**src/verilog/rv_consts.svh**
```systemverilog
`ifndef RV_CONSTS_SVH
`define RV_CONSTS_SVH

// major opcodes
`define RV_OP_OP        7'b0110011
`define RV_OP_OP_IMM    7'b0010011
`define RV_OP_LOAD      7'b0000011
`define RV_OP_STORE     7'b0100011
`define RV_OP_BRANCH    7'b1100011
`define RV_OP_JAL       7'b1101111
`define RV_OP_JALR      7'b1100111
`define RV_OP_LUI       7'b0110111
`define RV_OP_AUIPC     7'b0010111

// load/store widths
`define RV_F3_B         3'b000
`define RV_F3_H         3'b001
`define RV_F3_W         3'b010
`define RV_F3_BU        3'b100
`define RV_F3_HU        3'b101

// branch conditions
`define RV_F3_BEQ       3'b000
`define RV_F3_BNE       3'b001
`define RV_F3_BLT       3'b100
`define RV_F3_BGE       3'b101
`define RV_F3_BLTU      3'b110
`define RV_F3_BGEU      3'b111

`define RV_ALU_ADD      4'd0
`define RV_ALU_SUB      4'd1
`define RV_ALU_SLL      4'd2
`define RV_ALU_SLT      4'd3
`define RV_ALU_SLTU     4'd4
`define RV_ALU_XOR      4'd5
`define RV_ALU_SRL      4'd6
`define RV_ALU_SRA      4'd7
`define RV_ALU_OR       4'd8
`define RV_ALU_AND      4'd9

`define RV_IMM_I        3'd0
`define RV_IMM_S        3'd1
`define RV_IMM_B        3'd2
`define RV_IMM_U        3'd3
`define RV_IMM_J        3'd4

`define RV_RESET_PC     32'h0000_0000

`endif
```
**src/verilog/rv_pkg.sv**
```systemverilog
`default_nettype none

package rvPkg;

    typedef struct packed {
        logic [2:0] immKind;
        logic       regWrite;
        logic       memWrite;
        logic       branch;
        logic       jump;
        logic       load;
        logic       aluASrc;   // 0 rs1, 1 pc
        logic [1:0] aluBSrc;   // 00 rs2, 01 imm, 1x constant 4
        logic [3:0] aluSel;
    } ctrlT;

    typedef struct packed {
        logic [31:0] pc;
        logic [31:0] rs1Val;
        logic [31:0] rs2Val;
        logic [31:0] imm;
        logic [4:0]  rd;
        logic [2:0]  funct3;
        ctrlT        ctrl;
    } decodedT;

    typedef struct packed {
        logic [31:0] pc;
        logic [31:0] aluOut;
        logic [31:0] nextPc;
        logic [31:0] storeData;
        logic [4:0]  rd;
        logic [2:0]  funct3;
        ctrlT        ctrl;
    } execT;

    typedef struct packed {
        logic [31:0] pc;
        logic [4:0]  rd;
        logic [31:0] value;
        logic        regWrite;
    } retireT;

    // wishbone master request
    typedef struct packed {
        logic        cyc;
        logic        we;
        logic [31:0] adr;
        logic [31:0] datW;
        logic [3:0]  sel;
    } wbReqT;

endpackage

`default_nettype wire

```
**src/verilog/rv_core.sv**
```systemverilog
`timescale 1ns/100ps
`include "rv_consts.svh"
`default_nettype none

module rv_core (
    input  logic          clk,
    input  logic          rst,
    output logic          wbCyc,
    output logic          wbStb,
    output logic          wbWe,
    output logic [31:0]   wbAdr,
    output logic [31:0]   wbDatW,
    output logic [3:0]    wbSel,
    input  logic [31:0]   wbDatR,
    input  logic          wbAck,
    output logic          retireValid,
    output rvPkg::retireT retire,
    output logic          halted
);

    typedef enum logic [2:0] {FETCH, DECODE, EXEC, MEM, WB} stateT;

    stateT          state;
    logic [31:0]    pc, inst, loadWord;
    logic [31:0]    storeWord, wbData;
    logic [3:0]     storeSel;
    logic           decHalt, rfWe, memAccess;
    rvPkg::decodedT dec;
    rvPkg::execT    ex, exReg;
    rvPkg::wbReqT   wbReq;

    assign rfWe      = (state == WB) && exReg.ctrl.regWrite;
    assign memAccess = ex.ctrl.load | ex.ctrl.memWrite;

    rv_decode uDecode (
        .clk   (clk),
        .rst   (rst),
        .inst  (inst),
        .pc    (pc),
        .wbWe  (rfWe),
        .wbRd  (exReg.rd),
        .wbData(wbData),
        .dec   (dec),
        .halt  (decHalt)
    );

    rv_execute uExecute (
        .dec(dec),
        .ex (ex)
    );

    rv_result uResult (
        .ex       (exReg),
        .loadWord (loadWord),
        .storeWord(storeWord),
        .storeSel (storeSel),
        .wbData   (wbData),
        .ret      (retire)
    );

    // the zero word parks the sequencer in DECODE
    always_ff @(posedge clk) begin
        if (rst) begin
            state <= FETCH;
            pc    <= `RV_RESET_PC;
        end else begin
            case (state)
                FETCH:   if (wbAck) state <= DECODE;
                DECODE:  if (!decHalt) state <= EXEC;
                EXEC:    state <= memAccess ? MEM : WB;
                MEM:     if (wbAck) state <= WB;
                WB: begin
                    pc    <= exReg.nextPc;
                    state <= FETCH;
                end
                default: state <= FETCH;
            endcase
        end
    end

    always_ff @(posedge clk) begin
        if (state == FETCH && wbAck)
            inst <= wbDatR;
        if (state == EXEC)
            exReg <= ex;
        if (state == MEM && wbAck)
            loadWord <= wbDatR;
    end

    // bus request is held steady by the state and registered operands
    always_comb begin
        wbReq.cyc  = !rst && ((state == FETCH) || (state == MEM));
        wbReq.we   = (state == MEM) && exReg.ctrl.memWrite;
        wbReq.adr  = (state == MEM) ? {exReg.aluOut[31:2], 2'b00} : pc;
        wbReq.datW = storeWord;
        wbReq.sel  = wbReq.we ? storeSel : 4'b1111;
    end

    assign wbCyc  = wbReq.cyc;
    assign wbStb  = wbReq.cyc;
    assign wbWe   = wbReq.we;
    assign wbAdr  = wbReq.adr;
    assign wbDatW = wbReq.datW;
    assign wbSel  = wbReq.sel;

    assign retireValid = (state == WB);
    assign halted      = (state == DECODE) && decHalt;

endmodule

`default_nettype wire

```
**src/verilog/rv_result.sv**
```systemverilog
`timescale 1ns/100ps
`include "rv_consts.svh"
`default_nettype none

module rv_result (
    input  rvPkg::execT    ex,
    input  logic [31:0]    loadWord,
    output logic [31:0]    storeWord,
    output logic [3:0]     storeSel,
    output logic [31:0]    wbData,
    output rvPkg::retireT  ret
);

    logic [31:0] shifted, loadVal;

    // replicate store data, sel picks the lanes
    always_comb begin
        case (ex.funct3)
            `RV_F3_B: begin
                storeWord = {4{ex.storeData[7:0]}};
                storeSel  = 4'b0001 << ex.aluOut[1:0];
            end
            `RV_F3_H: begin
                storeWord = {2{ex.storeData[15:0]}};
                storeSel  = ex.aluOut[1] ? 4'b1100 : 4'b0011;
            end
            default: begin
                storeWord = ex.storeData;
                storeSel  = 4'b1111;
            end
        endcase
    end

    assign shifted = loadWord >> {ex.aluOut[1:0], 3'b000};

    always_comb begin
        case (ex.funct3)
            `RV_F3_B:  loadVal = {{24{shifted[7]}}, shifted[7:0]};
            `RV_F3_H:  loadVal = {{16{shifted[15]}}, shifted[15:0]};
            `RV_F3_BU: loadVal = {24'h0, shifted[7:0]};
            `RV_F3_HU: loadVal = {16'h0, shifted[15:0]};
            default:   loadVal = loadWord;
        endcase
    end

    assign wbData = ex.ctrl.load ? loadVal : ex.aluOut;

    // no destination shown for stores and branches
    always_comb begin
        ret.pc       = ex.pc;
        ret.rd       = ex.ctrl.regWrite ? ex.rd : 5'd0;
        ret.value    = ex.ctrl.regWrite ? wbData : 32'h0;
        ret.regWrite = ex.ctrl.regWrite;
    end

endmodule

`default_nettype wire

```
**src/verilog/rv_execute.sv**
```systemverilog
`timescale 1ns/100ps
`include "rv_consts.svh"
`default_nettype none

module rv_execute (
    input  rvPkg::decodedT dec,
    output rvPkg::execT    ex
);

    logic [31:0] opA, opB, aluOut;
    logic [31:0] pcPlus4, pcTarget, jalrTarget;
    logic        taken;

    assign opA = dec.ctrl.aluASrc ? dec.pc : dec.rs1Val;

    always_comb begin
        case (dec.ctrl.aluBSrc)
            2'b00:   opB = dec.rs2Val;
            2'b01:   opB = dec.imm;
            default: opB = 32'd4;
        endcase
    end

    always_comb begin
        case (dec.ctrl.aluSel)
            `RV_ALU_SUB:  aluOut = opA - opB;
            `RV_ALU_SLL:  aluOut = opA << opB[4:0];
            `RV_ALU_SLT:  aluOut = {31'h0, $signed(opA) < $signed(opB)};
            `RV_ALU_SLTU: aluOut = {31'h0, opA < opB};
            `RV_ALU_XOR:  aluOut = opA ^ opB;
            `RV_ALU_SRL:  aluOut = opA >> opB[4:0];
            `RV_ALU_SRA:  aluOut = $signed(opA) >>> opB[4:0];
            `RV_ALU_OR:   aluOut = opA | opB;
            `RV_ALU_AND:  aluOut = opA & opB;
            default:      aluOut = opA + opB;
        endcase
    end

    // branch outcome from the sub/slt result on rs1, rs2
    always_comb begin
        case (dec.funct3)
            `RV_F3_BEQ:  taken = (aluOut == 32'h0);
            `RV_F3_BNE:  taken = (aluOut != 32'h0);
            `RV_F3_BLT,
            `RV_F3_BLTU: taken = aluOut[0];
            `RV_F3_BGE,
            `RV_F3_BGEU: taken = !aluOut[0];
            default:     taken = 1'b0;
        endcase
    end

    assign pcPlus4    = dec.pc + 32'd4;
    assign pcTarget   = dec.pc + dec.imm;
    assign jalrTarget = (dec.rs1Val + dec.imm) & ~32'd1;

    always_comb begin
        ex.pc        = dec.pc;
        ex.aluOut    = aluOut;
        ex.storeData = dec.rs2Val;
        ex.rd        = dec.rd;
        ex.funct3    = dec.funct3;
        ex.ctrl      = dec.ctrl;
        if (dec.ctrl.jump)
            ex.nextPc = (dec.ctrl.immKind == `RV_IMM_J) ? pcTarget : jalrTarget;
        else if (dec.ctrl.branch && taken)
            ex.nextPc = pcTarget;
        else
            ex.nextPc = pcPlus4;
    end

endmodule

`default_nettype wire

```
**src/verilog/rv_decode.sv**
```systemverilog
`timescale 1ns/100ps
`include "rv_consts.svh"
`default_nettype none

module rv_decode (
    input  logic           clk,
    input  logic           rst,
    input  logic [31:0]    inst,
    input  logic [31:0]    pc,
    input  logic           wbWe,
    input  logic [4:0]     wbRd,
    input  logic [31:0]    wbData,
    output rvPkg::decodedT dec,
    output logic           halt
);

    rvPkg::ctrlT ctrl;
    logic [4:0]  rs1Addr;
    logic [31:0] rs1Val, rs2Val, imm;

    rv_control_unit uCtrl (
        .opcode  (inst[6:0]),
        .funct3  (inst[14:12]),
        .funct7b5(inst[30]),
        .ctrl    (ctrl)
    );

    // lui adds its immediate to x0, its rs1 field is immediate bits
    assign rs1Addr = (inst[6:0] == `RV_OP_LUI) ? 5'd0 : inst[19:15];

    rv_reg_file uRegs (
        .clk   (clk),
        .rst   (rst),
        .rs1   (rs1Addr),
        .rs2   (inst[24:20]),
        .rs1Val(rs1Val),
        .rs2Val(rs2Val),
        .we    (wbWe),
        .rd    (wbRd),
        .wdata (wbData)
    );

    always_comb begin
        case (ctrl.immKind)
            `RV_IMM_S: imm = {{20{inst[31]}}, inst[31:25], inst[11:7]};
            `RV_IMM_B: imm = {{19{inst[31]}}, inst[31], inst[7], inst[30:25], inst[11:8], 1'b0};
            `RV_IMM_U: imm = {inst[31:12], 12'h0};
            `RV_IMM_J: imm = {{11{inst[31]}}, inst[31], inst[19:12], inst[20], inst[30:21], 1'b0};
            default:   imm = {{20{inst[31]}}, inst[31:20]};
        endcase
    end

    always_comb begin
        dec.pc     = pc;
        dec.rs1Val = rs1Val;
        dec.rs2Val = rs2Val;
        dec.imm    = imm;
        dec.rd     = inst[11:7];
        dec.funct3 = inst[14:12];
        dec.ctrl   = ctrl;
    end

    assign halt = (inst == 32'h0);

endmodule

`default_nettype wire

```
**src/verilog/rv_reg_file.sv**
```systemverilog
`timescale 1ns/100ps
`default_nettype none

module rv_reg_file (
    input  logic        clk,
    input  logic        rst,
    input  logic [4:0]  rs1,
    input  logic [4:0]  rs2,
    output logic [31:0] rs1Val,
    output logic [31:0] rs2Val,
    input  logic        we,
    input  logic [4:0]  rd,
    input  logic [31:0] wdata
);

    logic [31:0] regs [32];

    always_ff @(posedge clk) begin
        if (rst) begin
            for (int i = 0; i < 32; i++) begin
                regs[i] <= 32'h0;
            end
        end else if (we && rd != 5'd0) begin
            regs[rd] <= wdata;
        end
    end

    // x0 reads as zero
    assign rs1Val = (rs1 == 5'd0) ? 32'h0 : regs[rs1];
    assign rs2Val = (rs2 == 5'd0) ? 32'h0 : regs[rs2];

endmodule

`default_nettype wire

```
**src/verilog/rv_control_unit.sv**
```systemverilog
`timescale 1ns/100ps
`include "rv_consts.svh"
`default_nettype none

module rv_control_unit (
    input  logic [6:0]  opcode,
    input  logic [2:0]  funct3,
    input  logic        funct7b5,
    output rvPkg::ctrlT ctrl
);

    logic isOp, isOpImm, isLoad, isStore, isBranch;
    logic isJal, isJalr, isLui, isAuipc;
    logic [3:0] riSel, brSel;

    // opcode classes, all in parallel
    assign isOp     = (opcode == `RV_OP_OP);
    assign isOpImm  = (opcode == `RV_OP_OP_IMM);
    assign isLoad   = (opcode == `RV_OP_LOAD);
    assign isStore  = (opcode == `RV_OP_STORE);
    assign isBranch = (opcode == `RV_OP_BRANCH);
    assign isJal    = (opcode == `RV_OP_JAL);
    assign isJalr   = (opcode == `RV_OP_JALR);
    assign isLui    = (opcode == `RV_OP_LUI);
    assign isAuipc  = (opcode == `RV_OP_AUIPC);

    // register/immediate alu ops
    always_comb begin
        case (funct3)
            3'b000:  riSel = (isOp && funct7b5) ? `RV_ALU_SUB : `RV_ALU_ADD;
            3'b001:  riSel = `RV_ALU_SLL;
            3'b010:  riSel = `RV_ALU_SLT;
            3'b011:  riSel = `RV_ALU_SLTU;
            3'b100:  riSel = `RV_ALU_XOR;
            3'b101:  riSel = funct7b5 ? `RV_ALU_SRA : `RV_ALU_SRL;
            3'b110:  riSel = `RV_ALU_OR;
            default: riSel = `RV_ALU_AND;
        endcase
    end

    // unsigned compares for bltu/bgeu, signed for blt/bge, else eq/ne
    assign brSel = (funct3[2] & funct3[1]) ? `RV_ALU_SLTU :
                   (funct3[2] ^ funct3[1]) ? `RV_ALU_SLT  : `RV_ALU_SUB;

    always_comb begin
        if (isOpImm || isJalr || isLoad)
            ctrl.immKind = `RV_IMM_I;
        else if (isLui || isAuipc)
            ctrl.immKind = `RV_IMM_U;
        else if (isBranch)
            ctrl.immKind = `RV_IMM_B;
        else if (isStore)
            ctrl.immKind = `RV_IMM_S;
        else if (isJal)
            ctrl.immKind = `RV_IMM_J;
        else
            ctrl.immKind = `RV_IMM_I;

        ctrl.regWrite   = isOp | isOpImm | isLoad | isJal | isJalr | isLui | isAuipc;
        ctrl.memWrite   = isStore;
        ctrl.branch     = isBranch;
        ctrl.jump       = isJal | isJalr;
        ctrl.load       = isLoad;
        ctrl.aluASrc    = isAuipc | isJal | isJalr;
        ctrl.aluBSrc[0] = isOpImm | isLoad | isStore | isLui | isAuipc;
        // jumps compute the link value pc + 4
        ctrl.aluBSrc[1] = isJal | isJalr;

        if (isBranch)
            ctrl.aluSel = brSel;
        else if (isOp || isOpImm)
            ctrl.aluSel = riSel;
        else
            ctrl.aluSel = `RV_ALU_ADD;
    end

endmodule

`default_nettype wire

```
**config.mk**
```make
export PLATFORM = sky130hd
export DESIGN_NAME = rv_core
export DESIGN_NICKNAME = d
export VERILOG_FILES = /design/src/verilog/rv_pkg.sv /design/src/verilog/rv_core.sv /design/src/verilog/rv_result.sv /design/src/verilog/rv_execute.sv /design/src/verilog/rv_decode.sv /design/src/verilog/rv_reg_file.sv /design/src/verilog/rv_control_unit.sv
export VERILOG_INCLUDE_DIRS = /design/src /design/src/verilog
export SDC_FILE = /design/constraint.sdc
export NUM_CORES = 2
export LEC_CHECK = 0
export BUFFER_PORTS_ARGS = -buffer_cell sky130_fd_sc_hd__buf_2
export CELL_PAD_IN_SITES_DETAIL_PLACEMENT = 1
export CELL_PAD_IN_SITES_GLOBAL_PLACEMENT = 1
export CORE_MARGIN = 2
export CORE_UTILIZATION = 45
export DETAILED_ROUTE_END_ITERATION = 7
export PLACE_DENSITY_LB_ADDON = 0.1
export SYNTH_ARGS = -nofsm -noshare
export SYNTH_HDL_FRONTEND = slang
export SYNTH_HIERARCHICAL = 1
export SYNTH_SLANG_ARGS = --single-unit
```
**constraint.sdc**
```tcl
create_clock -name clk -period 12.7 [get_ports clk]
set_input_delay 1.27 -clock clk [delete_from_list [all_inputs] [get_ports clk]]
set_output_delay 1.27 -clock clk [all_outputs]
set_load 0.005 [all_outputs]
```
* Word level (Yosys, flattened, before mapping) *
Memory sizes are Yosys's and may differ from the RTL's. A register that Yosys moved wholly into a read port is not among the register bits.
Index checks and enable logic that the tools add are counted.

word-level totals
  register bits = 238
  bits in writable memories = 1024
  input port bits = 35
  output and inout port bits = 143
  logic and storage cells = 161
  memories = 1

operators by class
  add/sub/neg operators = 5
  $lt $le $gt $ge = 2
  eq/ne operators = 40
  shift operators = 5
  muxes and demuxes = 46
  bitwise gates (word level) = 19
  reduce and logical (&&, ||, !) cells = 30

memories
  memory              depth  width  read ports  clocked after Yosys merged registers in  write ports  RTL line           RTL
  uDecode.uRegs.regs  32     32     2           1                                        32           rv_reg_file.sv:16  logic [31:0] regs [32];

operators by type and width
  operator                                        count
  2-to-1 mux 32 bit                               10
  one-hot mux 32 bit (9 select lines)             1
  one-hot mux 32 bit (2 select lines)             2
  one-hot mux 32 bit (4 select lines)             1
  one-hot mux 31 bit (4 select lines)             1
  adder 32 bit                                    3
  zero test 32 bit                                2
  less-than comparator 32 bit                     2
  adder 32 x 3 -> 32 bit (second input constant)  1
  bitwise AND 32 bit                              1
  OR 32 bit                                       1
  nonzero test 32 bit                             1
  OR reduction 32 bit                             1
  left shift 32 x 5 -> 32 bit                     1
  >> shifter 32 x 5 -> 16 bit                     1
  >> shifter 32 x 5 -> 32 bit                     1
  >>> shifter 32 x 5 -> 32 bit                    1
  subtractor 32 bit                               1
  bitwise XOR 32 bit                              1
  2-to-1 mux 3 bit                                10
  one-hot mux 4 bit (7 select lines)              1
  == test 3 bit (second input constant)           8
  == test 7 x 6 -> 1 bit (second input constant)  3
  == test 7 bit (second input constant)           3
  30 further kinds                                89

* Logic depth before layout (Yosys ltp) *
  depth after elaboration = 16
  gate-level depth with buffers = 34
  mapped depth without buffers = 28

* Modules after synthesis *
The synthesis kept the hierarchy.

modules (own cells, without submodules)
  module           times used  cells each  area an instance (um2)  seq. area each (um2)
  rv_reg_file      1           3502        54253.3                 30749.5
  rv_execute       1           2357        15706.3                 0.0
  rv_core          1           426         8201.6                  7156.9
  rv_result        1           305         2108.3                  0.0
  rv_decode        1           132         943.4                   0.0
  rv_control_unit  1           47          312.8                   0.0

* Least setup slack after synthesis *
Ideal clock, no wire load.

  kind = reg2reg
  start point = reg state[1]
  end point = reg exReg[0] (netlist name)
  setup time = 877 ps
  data arrival time = 11572 ps
  data required time = 11823 ps
  slack = 252 ps
  cell stages (with the launch flop) = 3
  path buffers = 1
  period minus slack after synthesis = 12448 ps
  cells stage by stage = dfxtp_1 -> clkbuf_1 -> nor3b_1

RTL lines
  item                      RTL line       RTL
  start: declaration        rv_core.sv:23  stateT state;
  start signal: assignment  rv_core.sv:70  EXEC: state <= memAccess ? MEM : WB;

==> impl_metrics.ini <==
[run_status]
status = complete, no violations

[clocking]
cts_resized = 0
cts_buffer_depth = 3
root_buffer = clkbuf_16
htreeDepth = 4
cts_setup_buffers = 0
cts_buffers = 146
path_clk_slew_ns = 0.06
cts_tree = built
cts_hold_buffers = 0
insertion_delay_ns = 0.85
clock_sinks = 1262

[pwr]
p_int_uw = 8204
leakagePower_uw = 0.03243
vdd_drop_max_mv = 0.1424
power.density_nw_per_um2 = 142.5
pwr-share-clk_pct = 33.7
pwr-share-seq_pct = 38.7
swShare_pct = 34.78
switchingPower_uw = 4375
p_comb_share_pct = 27.6

[drt]
drtIter0Drc = 8672
wl_per_cell_um = 40.04
drc = 0
route.vias.total = 63470
wl_um = 364300
first_pass_iters = 6
vias_per_cell = 6.974
ant_nets = 0

[setup_path]
cp-endpoint = exReg[62]
arrival_ns = 11.70
startpoint = inst[5]
worst_ep_required_time_ns = 13.33
regToRegStartpoint = inst[5]
r2r_setup_slack_ns = 1.63
r2r_cells = 27
cp_max_fo = 43
endpoint_kind = flop
worstReg2RegEnd = exReg[62]
path_class = reg2reg
critPathLaunchType = flop

[cells_and_area]
final_nets = 6819
area_growth_pct = 8.912
n_fill_cell = 18240
multi_input_area_um2 = 39590
final_cell_count_no_fill = 9100
drive_gt1_share_pct = 22.33
register_area_um2 = 37550

[timing]
fin_crit_sh_pct = 87.17
relSlewSlack_pct = 3.750
tns_ns = 0
hold_viol = 0
fmax_mhz = 90.33
min_period_ns = 11.07
rsz0062_at_grt = false
holdWs_ns = 0.4984
fin_skew_ns = 0.07705
tightest_slew_ns = 1.440
finalSetupViolations = 0
slew_viol_final = 0

[floorplanning]
num_io_pins = 178
rows = 155
die_area_um2 = 183600
fp.coreArea_um2 = 178800
initial_core_util_pct = 45.34
die_x_um = 428.5
die_y_um = 428.5

[place]
place_inst = 8827
dp_hpwl_um = 250200
portBuffers = 177
gp_congestion = 1.033

[yosys]
ys_warn_count = 6
synth_area_per_cell_um2 = 12.02
netlist_instances = 6745
netlist_area_um2 = 81080

[worst_hold_path]
hp-start = exReg[60]
hold_class = reg2reg
min_path_cells = 2

[global_route]
grt_max_degree = 98
grt_pass1_vias = 63640
grt_pass1_wl_um = 503600
gr-total-overflow = 0
grt_antenna_before_repair = 32
grt_util_all_layers_pct = 38.84

[run]
maxCapViolCount = 0
[how the worst min path moves through the flow]
stage               slack, ns     end
finish                   0.50   pc[5]
global route             0.51  pc[16]
CTS                      0.50  pc[16]
detailed placement       0.49  pc[29]
global placement         0.48  pc[26]
floorplan                0.45   pc[0]
[flip-flops by register name (all words and copies together) (netlist names)]
signal,count
state,3
uDecode/uRegs/regs,1024
pc,32
loadWord,32
inst,32
exReg,139
[cell type report]
cell class / count / share of cell area, %
multi-input combinational: 4636 / 44.83
sequential: 1262 / 42.52
clock buffer: 187 / 4.407
timing repair buffer: 438 / 3.385
tap: 2355 / 3.337
clock inverter: 75 / 0.9083
inverter: 136 / 0.5810
antenna: 11 / 0.03117
[placed cells by master, fill, tap and decap left out, types with 25 or more instances in the layout]
cell type and instances:
inv_1 120, nor2b_1 45, and3_1 26, a211oi_1 56, ha_1 160, or2_2 76, a31oi_1 29, o221ai_1 34
a21o_1 51, buf_4 250, clkbuf_1 36, o211ai_1 51, or3_1 30, mux4_2 480, xnor2_1 72, dfxtp_1 35
a21oi_2 32, mux2i_1 231, a22oi_1 43, and2_1 1022, a221oi_1 36, nand2b_1 30, clkbuf_16 149, nand2_1 302
buf_2 176, nor2_1 228, o22ai_1 127, o21ai_0 155, conb_1 32, nor3_1 174, a21oi_1 241, edfxtp_1 1227
mux2_2 109, a2111oi_1 42, a22o_1 54, nand4_1 33, nand3_1 109, clkinv_1 25, clkinv_2 25
[worst max-delay path: stages, from the launching register on]
cell and delay, ns:
edfxtp_1 0.57, nand4_1 0.20, nor4b_2 0.07, buf_4 0.20, nor2b_1 0.42, nand2b_1 0.61
or2_2 0.82, o22ai_1 0.23, nor3_1 0.93, mux2_2 0.47, ha_1 0.31, inv_1 0.10
fa_1 0.47, and2b_1 0.26, o211ai_1 0.17, a2111oi_2 0.48, nor4b_1 0.15, o41a_1 0.54
o311ai_2 0.39, nand3_1 0.21, o41ai_1 0.44, mux2i_1 0.23, o21ai_0 0.17, or4_4 0.62
o31ai_4 0.27, nand4_4 0.73, and2_1 0.52, a211oi_1 0.23
[layer usage]
layer / vias up / GRT usage [%] / share of wire [%]
met4: 24 / 26.00 / 7.8
met5: - / 0 / 0.039
met1: 33000 / 46.94 / 36
met3: 1156 / 8.346 / 9.3
met2: 4001 / 62.62 / 47
li1: 25290 / - / -
[power groups by stage]
stage / clock network, uW / registers, uW / logic (uW)
floorplan: 0 / 4880 / 2070
global placement: 0 / 4940 / 3320
detailed placement: 0 / 4950 / 3320
CTS: 4290 / 4860 / 3330
global route: 4420 / 4880 / 3560
finish: 4240 / 4870 / 3470
[through the flow]
step	total power, uW	cell area (um^2)	worst slack (ns)	util [%]
after detailed placement	8268	83580	2.059	46.74
after global placement	8257	83550	1.929	46.72
after CTS	12480	88270	1.999	49.36
after floorplan	6948	81190	1.152	-
after global routing	12860	88280	1.456	49.37
final	12580	88300	1.630	49.38
Note: power is estimated with default switching activity, not from simulation.
